**config.mk**
```make
export PLATFORM = sky130hd
export DESIGN_NAME = wfd_top
export DESIGN_NICKNAME = d
export VERILOG_FILES = /design/src/hw/wfd_pkg.sv /design/src/hw/trigger_manager.sv /design/src/hw/trig_num_fifo.sv /design/src/hw/event_builder.sv /design/src/hw/wfd_top.sv
export SDC_FILE = /design/constraint.sdc
export NUM_CORES = 1
export LEC_CHECK = 0
export BUFFER_PORTS_ARGS = -buffer_cell sky130_fd_sc_hd__buf_2
export CELL_PAD_IN_SITES_DETAIL_PLACEMENT = 1
export CELL_PAD_IN_SITES_GLOBAL_PLACEMENT = 1
export CORE_ASPECT_RATIO = 0.8
export CORE_UTILIZATION = 25
export DETAILED_ROUTE_END_ITERATION = 7
export HOLD_SLACK_MARGIN = 0.05
export PLACE_DENSITY = 0.5
export REMOVE_ABC_BUFFERS = 1
export SYNTH_ARGS = -nofsm -noshare
export SYNTH_HDL_FRONTEND = slang
export SYNTH_SLANG_ARGS = --single-unit
```
**constraint.sdc**
```tcl
create_clock -name clk125 -period 8.38 [get_ports clk125]
set_clock_uncertainty 0.15 [all_clocks]
set_input_delay 2.514 -clock clk125 [delete_from_list [all_inputs] [get_ports clk125]]
set_output_delay 2.514 -clock clk125 [all_outputs]
set_load 0.1 [all_outputs]
```
**src/hw/wfd_pkg.sv**
```systemverilog
// master board shared definitions
`default_nettype none

package wfd_pkg;

    //////////////////////////////////////////////////
    // sizes
    //////////////////////////////////////////////////
    localparam int n_chan      = 5;   // channel FPGAs on the board
    localparam int trig_num_w  = 24;  // trigger number width
    localparam int board_id_w  = 3;   // board id from the strap pins
    localparam int chan_data_w = 32;  // channel stream word
    localparam int daq_data_w  = 64;  // DAQ link word
    localparam int fifo_depth  = 4;   // trigger entries in flight

    localparam int fifo_ptr_w  = $clog2(fifo_depth);  // fifo read/write pointer
    localparam int chan_idx_w  = $clog2(n_chan);      // channel index in payload words
    localparam int word_cnt_w  = 16;                  // payload count in the trailer

    //////////////////////////////////////////////////
    // bundles
    //////////////////////////////////////////////////

    // one bit per channel: enables, go, done, arm
    typedef logic [n_chan-1:0] chan_mask_t;

    // what the trigger manager hands to the builder
    typedef struct packed {
        logic [trig_num_w-1:0] trig_num;   // accepted trigger count, starts at 1
        chan_mask_t            chan_mask;  // channels enabled at acceptance
    } trig_entry_t;

    // one channel's readout stream, valid/last style
    typedef struct packed {
        logic                   valid;
        logic                   last;   // final word of this fill
        logic [chan_data_w-1:0] data;
    } chan_stream_t;

    // word toward the AMC13 DAQ link, valid travels on its own
    typedef struct packed {
        logic                  header;   // first word of an event
        logic                  trailer;  // last word of an event
        logic [daq_data_w-1:0] data;
    } daq_word_t;

endpackage

`default_nettype wire

```
**src/hw/trigger_manager.sv**
```systemverilog
// trigger manager
`timescale 1ns/1ps
`default_nettype none

module trigger_manager (
    input  logic                 clk,
    input  logic                 reset,
    input  logic                 ext_trig,   // front panel trigger, async
    input  wfd_pkg::chan_mask_t  chan_en,
    input  wfd_pkg::chan_mask_t  acq_dones,  // levels from the channels
    output wfd_pkg::chan_mask_t  acq_trigs,  // one-cycle go pulses
    output wfd_pkg::chan_mask_t  trig_arm,
    output logic                 push,
    output wfd_pkg::trig_entry_t entry,
    input  logic                 full
);

    typedef enum logic [1:0] {
        st_idle,  // armed once trig_arm has caught up with chan_en
        st_acq,   // channels filling, collecting dones
        st_push   // waiting for room in the trigger fifo
    } state_t;

    state_t state;

    logic [1:0]                     trig_sync;  // 2-flop synchronizer
    logic                           trig_last;
    logic                           trig_rise;  // registered rising edge
    logic                           armed;
    wfd_pkg::chan_mask_t            mask_q;     // channels of the current fill
    wfd_pkg::chan_mask_t            done_q;     // sticky dones
    wfd_pkg::chan_mask_t            done_next;
    logic [wfd_pkg::trig_num_w-1:0] trig_num;

    //////////////////////////////////////////////////
    // front panel trigger into the 125 MHz domain
    //////////////////////////////////////////////////
    always_ff @(posedge clk) begin
        if (reset) begin
            trig_sync <= '0;
            trig_last <= 1'b0;
            trig_rise <= 1'b0;
        end else begin
            trig_sync <= {trig_sync[0], ext_trig};
            trig_last <= trig_sync[1];
            trig_rise <= trig_sync[1] & ~trig_last;  // one pulse per edge
        end
    end

    assign armed = (state == st_idle) && (trig_arm == chan_en);

    // the channels still show the previous fill's done during the go cycle,
    // they drop it one cycle after go, so that cycle is skipped
    always_comb begin
        done_next = done_q;
        if (acq_trigs == '0) begin
            done_next = done_q | (acq_dones & mask_q);
        end
    end

    //////////////////////////////////////////////////
    // arm / go / done sequencing
    //////////////////////////////////////////////////
    always_ff @(posedge clk) begin
        if (reset) begin
            state     <= st_idle;
            trig_arm  <= '0;
            acq_trigs <= '0;
            mask_q    <= '0;
            done_q    <= '0;
            trig_num  <= '0;
        end else begin
            acq_trigs <= '0;  // go is a single cycle
            case (state)
                st_idle: begin
                    trig_arm <= chan_en;  // follow the enables while idle
                    if (armed && trig_rise) begin
                        trig_arm  <= '0;         // channels stop their ring buffers
                        acq_trigs <= chan_en;
                        mask_q    <= chan_en;
                        done_q    <= '0;
                        trig_num  <= trig_num + 1'b1;  // first fill is number 1
                        state     <= st_acq;
                    end
                end
                st_acq: begin
                    done_q <= done_next;
                    if ((done_next & mask_q) == mask_q) begin
                        state <= st_push;  // every enabled channel reported
                    end
                end
                st_push: begin
                    // full fifo keeps us here, unarmed, and holds off triggers
                    if (!full) begin
                        trig_arm <= chan_en;
                        state    <= st_idle;
                    end
                end
                default: state <= st_idle;
            endcase
        end
    end

    assign push           = (state == st_push);
    assign entry.trig_num  = trig_num;
    assign entry.chan_mask = mask_q;

    // go only reaches channels that were armed just before the trigger
    a_go_enabled: assert property (@(posedge clk) disable iff (reset)
        (acq_trigs != '0) |-> ((acq_trigs & ~$past(trig_arm)) == '0));

    // no entry is lost or altered while the fifo pushes back
    a_push_held: assert property (@(posedge clk) disable iff (reset)
        (push && full) |=> (push && $stable(entry)));

endmodule

`default_nettype wire

```
**src/hw/trig_num_fifo.sv**
```systemverilog
// trigger entry fifo
`timescale 1ns/1ps
`default_nettype none

module trig_num_fifo (
    input  logic                 clk,
    input  logic                 reset,
    input  logic                 push,
    input  wfd_pkg::trig_entry_t wr_entry,
    output logic                 full,
    input  logic                 pop,
    output wfd_pkg::trig_entry_t rd_entry,
    output logic                 empty
);

    localparam int ptr_w = wfd_pkg::fifo_ptr_w;

    wfd_pkg::trig_entry_t mem [wfd_pkg::fifo_depth];  // entry storage
    logic [ptr_w-1:0]     wr_ptr;
    logic [ptr_w-1:0]     rd_ptr;
    logic [ptr_w:0]       count;  // one extra bit to tell full from empty
    logic                 wr_en;
    logic                 rd_en;

    assign wr_en = push && !full;
    assign rd_en = pop && !empty;

    always_ff @(posedge clk) begin
        if (wr_en) begin
            mem[wr_ptr] <= wr_entry;
        end
    end

    //////////////////////////////////////////////////
    // pointers and occupancy
    //////////////////////////////////////////////////
    always_ff @(posedge clk) begin
        if (reset) begin
            wr_ptr <= '0;
            rd_ptr <= '0;
            count  <= '0;
        end else begin
            if (wr_en) begin
                wr_ptr <= (wr_ptr == ptr_w'(wfd_pkg::fifo_depth - 1)) ? '0 : wr_ptr + 1'b1;
            end
            if (rd_en) begin
                rd_ptr <= (rd_ptr == ptr_w'(wfd_pkg::fifo_depth - 1)) ? '0 : rd_ptr + 1'b1;
            end
            case ({wr_en, rd_en})
                2'b10:   count <= count + 1'b1;
                2'b01:   count <= count - 1'b1;
                default: count <= count;  // both or neither
            endcase
        end
    end

    assign full     = (count == (ptr_w + 1)'(wfd_pkg::fifo_depth));
    assign empty    = (count == '0);
    assign rd_entry = mem[rd_ptr];  // head of queue, valid when not empty

    // the builder must look at empty before it pops
    a_no_pop_empty: assert property (@(posedge clk) disable iff (reset)
        pop |-> !empty);

endmodule

`default_nettype wire

```
**src/hw/event_builder.sv**
```systemverilog
// event builder for the DAQ link
`timescale 1ns/1ps
`default_nettype none

module event_builder (
    input  logic                              clk,
    input  logic                              reset,
    input  logic [wfd_pkg::board_id_w-1:0]    board_id,
    input  logic                              empty,       // trigger fifo
    input  wfd_pkg::trig_entry_t              entry,       // fifo head
    output logic                              pop,
    input  wfd_pkg::chan_stream_t             chan_rx [wfd_pkg::n_chan],
    output wfd_pkg::chan_mask_t               chan_rx_ready,
    output wfd_pkg::daq_word_t                daq_out,
    output logic                              daq_valid,
    input  logic                              daq_ready
);

    localparam int idx_w = wfd_pkg::chan_idx_w;

    typedef enum logic [1:0] {
        st_idle,     // header goes out on the pop
        st_read,     // draining channels in index order
        st_trailer   // all channels done, trailer next
    } state_t;

    state_t state;

    wfd_pkg::trig_entry_t           ent_q;     // entry being built
    wfd_pkg::chan_mask_t            rem_mask;  // channels not yet drained
    wfd_pkg::chan_mask_t            rem_next;
    logic [idx_w-1:0]               cur_chan;  // lowest channel left
    wfd_pkg::chan_stream_t          sel;       // its stream
    logic [wfd_pkg::word_cnt_w-1:0] word_cnt;  // payload words so far
    logic                           out_free;  // output register can take a word
    logic                           rd_fire;   // channel word moves this cycle
    wfd_pkg::daq_word_t             header_word;
    wfd_pkg::daq_word_t             payload_word;
    wfd_pkg::daq_word_t             trailer_word;

    //////////////////////////////////////////////////
    // channel select
    //////////////////////////////////////////////////
    always_comb begin
        cur_chan = '0;
        for (int i = wfd_pkg::n_chan - 1; i >= 0; i--) begin
            if (rem_mask[i]) cur_chan = idx_w'(i);  // lowest set bit wins
        end
    end

    assign sel      = chan_rx[cur_chan];
    assign rem_next = rem_mask & ~(wfd_pkg::chan_mask_t'(1) << cur_chan);
    assign out_free = !daq_valid || daq_ready;  // single register, emptied or leaving
    assign rd_fire  = (state == st_read) && sel.valid && out_free;
    assign pop      = (state == st_idle) && !empty && out_free;

    // ready only toward the channel being read, and only if the word has room
    always_comb begin
        chan_rx_ready = '0;
        if (state == st_read) chan_rx_ready[cur_chan] = out_free;
    end

    //////////////////////////////////////////////////
    // DAQ word formats
    //////////////////////////////////////////////////
    always_comb begin
        header_word.header   = 1'b1;
        header_word.trailer  = 1'b0;
        header_word.data     = {{(wfd_pkg::daq_data_w - 32){1'b0}},
                                board_id, entry.chan_mask, entry.trig_num};
        payload_word.header  = 1'b0;
        payload_word.trailer = 1'b0;
        payload_word.data    = {{(wfd_pkg::daq_data_w - idx_w - wfd_pkg::chan_data_w){1'b0}},
                                cur_chan, sel.data};  // index tags the source channel
        trailer_word.header  = 1'b0;
        trailer_word.trailer = 1'b1;
        trailer_word.data    = {{(wfd_pkg::daq_data_w - wfd_pkg::trig_num_w
                                  - wfd_pkg::word_cnt_w){1'b0}},
                                ent_q.trig_num, word_cnt};
    end

    //////////////////////////////////////////////////
    // control
    //////////////////////////////////////////////////
    always_ff @(posedge clk) begin
        if (reset) begin
            state     <= st_idle;
            daq_valid <= 1'b0;
            rem_mask  <= '0;
        end else begin
            case (state)
                st_idle: begin
                    if (pop) begin
                        daq_valid <= 1'b1;  // header
                        rem_mask  <= entry.chan_mask;
                        state     <= (entry.chan_mask == '0) ? st_trailer : st_read;
                    end else if (out_free) begin
                        daq_valid <= 1'b0;
                    end
                end
                st_read: begin
                    if (rd_fire) begin
                        daq_valid <= 1'b1;
                        if (sel.last) begin
                            rem_mask <= rem_next;  // channel drained, move on
                            if (rem_next == '0) state <= st_trailer;
                        end
                    end else if (out_free) begin
                        daq_valid <= 1'b0;  // bubble, channel not ready yet
                    end
                end
                st_trailer: begin
                    if (out_free) begin
                        daq_valid <= 1'b1;
                        state     <= st_idle;
                    end
                end
                default: state <= st_idle;
            endcase
        end
    end

    // payload side, loaded only when the register is free
    always_ff @(posedge clk) begin
        if (pop) begin
            ent_q    <= entry;
            word_cnt <= '0;
            daq_out  <= header_word;
        end else if (rd_fire) begin
            daq_out  <= payload_word;
            word_cnt <= word_cnt + 1'b1;
        end else if (state == st_trailer && out_free) begin
            daq_out  <= trailer_word;
        end
    end

    // the link may stall, the word on the port must not move under it
    a_daq_hold: assert property (@(posedge clk) disable iff (reset)
        (daq_valid && !daq_ready) |=> (daq_valid && $stable(daq_out)));

endmodule

`default_nettype wire

```
**src/hw/wfd_top.sv**
```systemverilog
// master board trigger and readout top
`timescale 1ns/1ps
`default_nettype none

module wfd_top (
    input  logic                           clk125,
    input  logic                           reset,
    input  logic                           ext_trig,   // front panel
    input  wfd_pkg::chan_mask_t            chan_en,
    input  logic [wfd_pkg::board_id_w-1:0] board_id,
    input  wfd_pkg::chan_mask_t            acq_dones,
    output wfd_pkg::chan_mask_t            acq_trigs,
    output wfd_pkg::chan_mask_t            trig_arm,
    input  wfd_pkg::chan_stream_t          chan_rx [wfd_pkg::n_chan],
    output wfd_pkg::chan_mask_t            chan_rx_ready,
    output wfd_pkg::daq_word_t             daq_out,    // to the AMC13 link
    output logic                           daq_valid,
    input  logic                           daq_ready
);

    //////////////////////////////////////////////////
    // trigger manager -> fifo -> event builder
    //////////////////////////////////////////////////
    logic                 tm_push;
    wfd_pkg::trig_entry_t tm_entry;
    logic                 fifo_full;
    logic                 fifo_empty;
    wfd_pkg::trig_entry_t fifo_entry;
    logic                 eb_pop;

    trigger_manager tm (
        .clk       (clk125),
        .reset     (reset),
        .ext_trig  (ext_trig),
        .chan_en   (chan_en),
        .acq_dones (acq_dones),
        .acq_trigs (acq_trigs),
        .trig_arm  (trig_arm),
        .push      (tm_push),
        .entry     (tm_entry),
        .full      (fifo_full)
    );

    // fills queue here while earlier ones are read out
    trig_num_fifo trig_fifo (
        .clk      (clk125),
        .reset    (reset),
        .push     (tm_push),
        .wr_entry (tm_entry),
        .full     (fifo_full),
        .pop      (eb_pop),
        .rd_entry (fifo_entry),
        .empty    (fifo_empty)
    );

    event_builder eb (
        .clk           (clk125),
        .reset         (reset),
        .board_id      (board_id),
        .empty         (fifo_empty),
        .entry         (fifo_entry),
        .pop           (eb_pop),
        .chan_rx       (chan_rx),
        .chan_rx_ready (chan_rx_ready),
        .daq_out       (daq_out),
        .daq_valid     (daq_valid),
        .daq_ready     (daq_ready)
    );

endmodule

`default_nettype wire

```
==> summary.txt <==
Outcome
  – Status: finished, final reports clean

Drt
  – DRC violations left: 0
  – DRT Pass-1 Iters: 4
  – Routed len/inst: 19.97 microns
  – Final ANT Viol Nets: 0
  – Final wirelength: 36870 microns
  – Vias: 8776
  – Via-to-Cell Ratio: 4.754
  – Initial DRC count: 494

Synthesis
  – Area of the mapped netlist: 0.01183 sq mm
  – Mapped Cells: 983
  – Post-synth EDFFs: 172
  – Top_reg_cell synth: edfxtp_1
  – Fraction of registers with async set/reset: 0
  – Syn Area/Cell: 12.04 sq um
  – Synth Warn #: 0
  – Synth cell types: 66
  – Post-synthesis sequential area ratio: 0.5938
  – Synthesis-stage register bit count: 265

Pwr
  – Final Total Pwr: 4.294 mW
  – Switching share of power: 0.3770
  – Pwr/cell area: 292.9 mW/mm^2
  – Cell Int Power: 2.675 mW
  – Logic pwr share: 0.305
  – Clock power share: 0.321
  – LEAKAGE: 5.509 nW
  – Flop pwr share: 0.374
  – Sw Pwr: 1.619 mW
  – VDD IR-drop max: 0.1276 mV

Floorplan
  – Die width: 245.2 microns
  – Core area: 0.04616 sq mm
  – Row count: 70
  – Die extent in y: 196.6 microns
  – Ports: 269
  – Initial Utilization: 0.2564
  – Die area: 0.04821 sq mm

Min path
  – Hold Crit Class: reg2reg
  – Hold Path Depth: 1

Final layout
  – Layout cells sized above 1: 0.2869
  – Fillers: 5121
  – Sequential cell area: 0.007029 sq mm
  – Diode count: 0
  – Area grow syn2layout: 23.90%
  – Utilization after layout: 0.3176
  – Nets: 1406
  – Multi-input combinational cell area: 0.004420 sq mm

STA
  – Worst-margin pin slew: 1.056 ns
  – Final critical-path required period: 6.456 ns
  – Worst setup margin: 1.925 ns
  – Period utilization: 0.7703
  – Final Setup Violations: 0
  – Setup TNS: 0 ns
  – F_max: 154.9 MHz
  – Max-slew headroom: 0.2958
  – Hold Violations, Final: 0
  – RSZ-0062 raised after global routing: no
  – Final Slew Violations: 0

Worst setup path
  – Critical path capture point: chan_rx_ready[2]
  – Crit path arrival time: 3.79 ns
  – R2r setup slk: 4.56 ns
  – CP Class: in2out
  – Buf/Inv on CP: 2
  – Crit-path most repeated cell: buf_2
  – Crit-path cells: buf_2 -> nor2b_1 -> nor3b_2 -> and2_1 -> buf_2
  – Max stage delay on crit path: 0.45 ns
  – Worst-path fanout max: 6
  – Crit-path leading delay family: simple AND/OR/NAND/NOR gates
  – Critical path depth: 5
  – Crit start category: primary input
  – Critical Path RT: 5.72 ns
  – Reg-to-Reg Start: eb.rem_mask[1]
  – Worst reg2reg path depth: 6
  – Critical Path End Type: primary output
  – Slowest-stage cell, CP: nor3b_2
  – CP Launch Point: daq_ready
  – Reg2reg end: eb.word_cnt[9]

Placed design
  – PortBufs: 244
  – Gp weighted congestion: 0.7801
  – Post-Place Worst Slack: 1.920 ns
  – Dpl hpwl: 25720 microns

Clocking
  – H-tree depth: 1
  – CTS max path bufs: 3
  – Post_cts resized: 0
  – Clk pin slew, worst setup/hold paths: 0.06 ns
  – CTS Hold Bufs: 0
  – Total CTS buffers: 30
  – Root Driver: clkbuf_16
  – Clock Sink Count: 265
  – CTS tree: yes
  – Setup bufs post-CTS: 0
  – Latest clock arrival within the worst-skew pair: 0.56 ns

GRT
  – First-pass GRT wire length: 55400 microns
  – Met1 Use GR: 0.2097
  – Overflow after GRT: 0
  – Vias in the first global route: 9060
  – Gr busiest metal: met2
  – Met3 GRT Util: 0.02465
  – Initial antenna violation count: 0
  – Largest net degree at the start of global routing: 50
  – Met2 Track Usage GR: 0.2412
  – Gr usage total: 0.1496

Job
  – Max cap viols: 0
[logic make-up (layout without fill, tap and decap cells)]
group | after synthesis | count (layout) | share of synthesized area
and+or+nand+nor | 267 | 267 | 0.1113
adders and majority gates | 9 | 9 | 0.01015
AOI/OAI and AO/OA | 241 | 241 | 0.1333
muxes | 65 | 65 | 0.08660
xor gates and xnor gates | 29 | 29 | 0.02147
buffers and inverters | 106 | 334 | 0.04293
other | 1 | 24 | 0.0003169
DFF | 265 | 265 | 0.5938
[synthesized netlist by cell type, types with 6 or more instances]
master    number  area share
a221oi_1      26       0.019
a222oi_1      14       0.012
a21oi_1       60       0.025
and3_1         8      0.0042
or3_1         11      0.0058
nor2b_1        7      0.0037
nand4_1        9      0.0048
nand2_1       63       0.020
edfxtp_1     172        0.44
and2_1        15      0.0079
nor3_1        16      0.0068
dfxtp_1       93        0.16
buf_2          7      0.0030
o21ai_0       75       0.032
a22oi_1       24       0.015
ha_1           8      0.0085
or4_1          6      0.0038
clkbuf_1      52       0.016
mux4_2        26       0.049
xor2_1        14       0.010
mux2i_1       36       0.030
xnor2_1       15       0.011
buf_4         25       0.016
inv_1         19      0.0060
nand3_1       27       0.011
nor2_1        78       0.025
[metrics by stage]
stage / instances / instance area (sq um) / hold WS, ns
6_report: 1846 / 14660 / 0.2315
5_1_grt: 1846 / 14660 / 0.2579
4_1_cts: 1846 / 14660 / 0.2351
3_5_place_dp: 1790 / 13620 / 0.2267
3_3_place_gp: 1790 / 13620 / 0.2228
2_1_floorplan: 919 / 11480 / 0.2174
[registers in the layout, indices dropped and copies added, names as in the netlist, named ones only]
signal / cells
trig_fifo.mem: 116
trig_fifo.wr_ptr: 2
tm.trig_sync: 2
tm.done_q: 5
trig_fifo.rd_ptr: 2
eb.state: 2
tm.mask_q: 5
tm.state: 2
tm.acq_trigs: 5
tm.trig_last: 1
eb.daq_out: 42
tm.trig_num: 24
eb.rem_mask: 5
tm.trig_arm: 5
eb.word_cnt: 16
trig_fifo.count: 3
eb.daq_valid: 1
tm.trig_rise: 1
eb.ent_q: 24
[power by group through the flow]
stage,Combinational [mW],Sequential [mW],Clock (mW)
global placement,1.32,1.63,0
global route,1.38,1.62,1.47
detailed placement,1.33,1.63,0
finish,1.31,1.61,1.38
floorplan,0.438,2.16,0
CTS,1.33,1.61,1.42
[placed cells by master, fill, tap and decap left out, types with 19 or more instances in the layout]
cell and instances:
mux4_2 26, nand3_1 27, a21oi_1 60, mux2i_1 36, clkbuf_16 31, dfxtp_1 91, edfxtp_1 172, buf_2 244
a221oi_1 26, inv_1 19, nor2_1 78, nand2_1 62, a22oi_1 24, o21ai_0 75, conb_1 24
[worst register-to-register path, cell delays in order (launching register included)]
cell and delay, ns:
dfxtp_1 0.50, nor2_1 0.36, and3_1 0.91, nand3_1 0.77
a2111oi_0 0.78, xnor2_1 0.18, nor2_1 0.05
[cell type report]
type,instances,share of cell area
flip-flops and latches,265,0.4795
multi-input cells,635,0.3015
repair buffers,259,0.09098
clock buffers,36,0.05556
well taps,612,0.05223
clock inverters,20,0.01536
inverters,19,0.004865
[per-layer routing]
| layer | vias up | wire [microns] |
|---|---|---|
| met5 | - | 0 |
| met4 | 0 | 646 |
| met3 | 44 | 1813 |
| met2 | 204 | 16910 |
| met1 | 4356 | 17500 |
| li1 | 4172 | - |
[how the worst min path moves through the flow]
| stage | from | end | slack, ns |
|---|---|---|---|
| after floorplan | tm.trig_last | tm.trig_rise | 0.22 |
| after global placement | tm.trig_last | tm.trig_rise | 0.22 |
| after detailed placement | tm.trig_last | tm.trig_rise | 0.23 |
| after CTS | tm.trig_last | tm.trig_rise | 0.24 |
| after global routing | tm.trig_last | tm.trig_rise | 0.26 |
| final | tm.trig_last | tm.trig_rise | 0.23 |
Note: power is estimated with default switching activity, not from simulation.
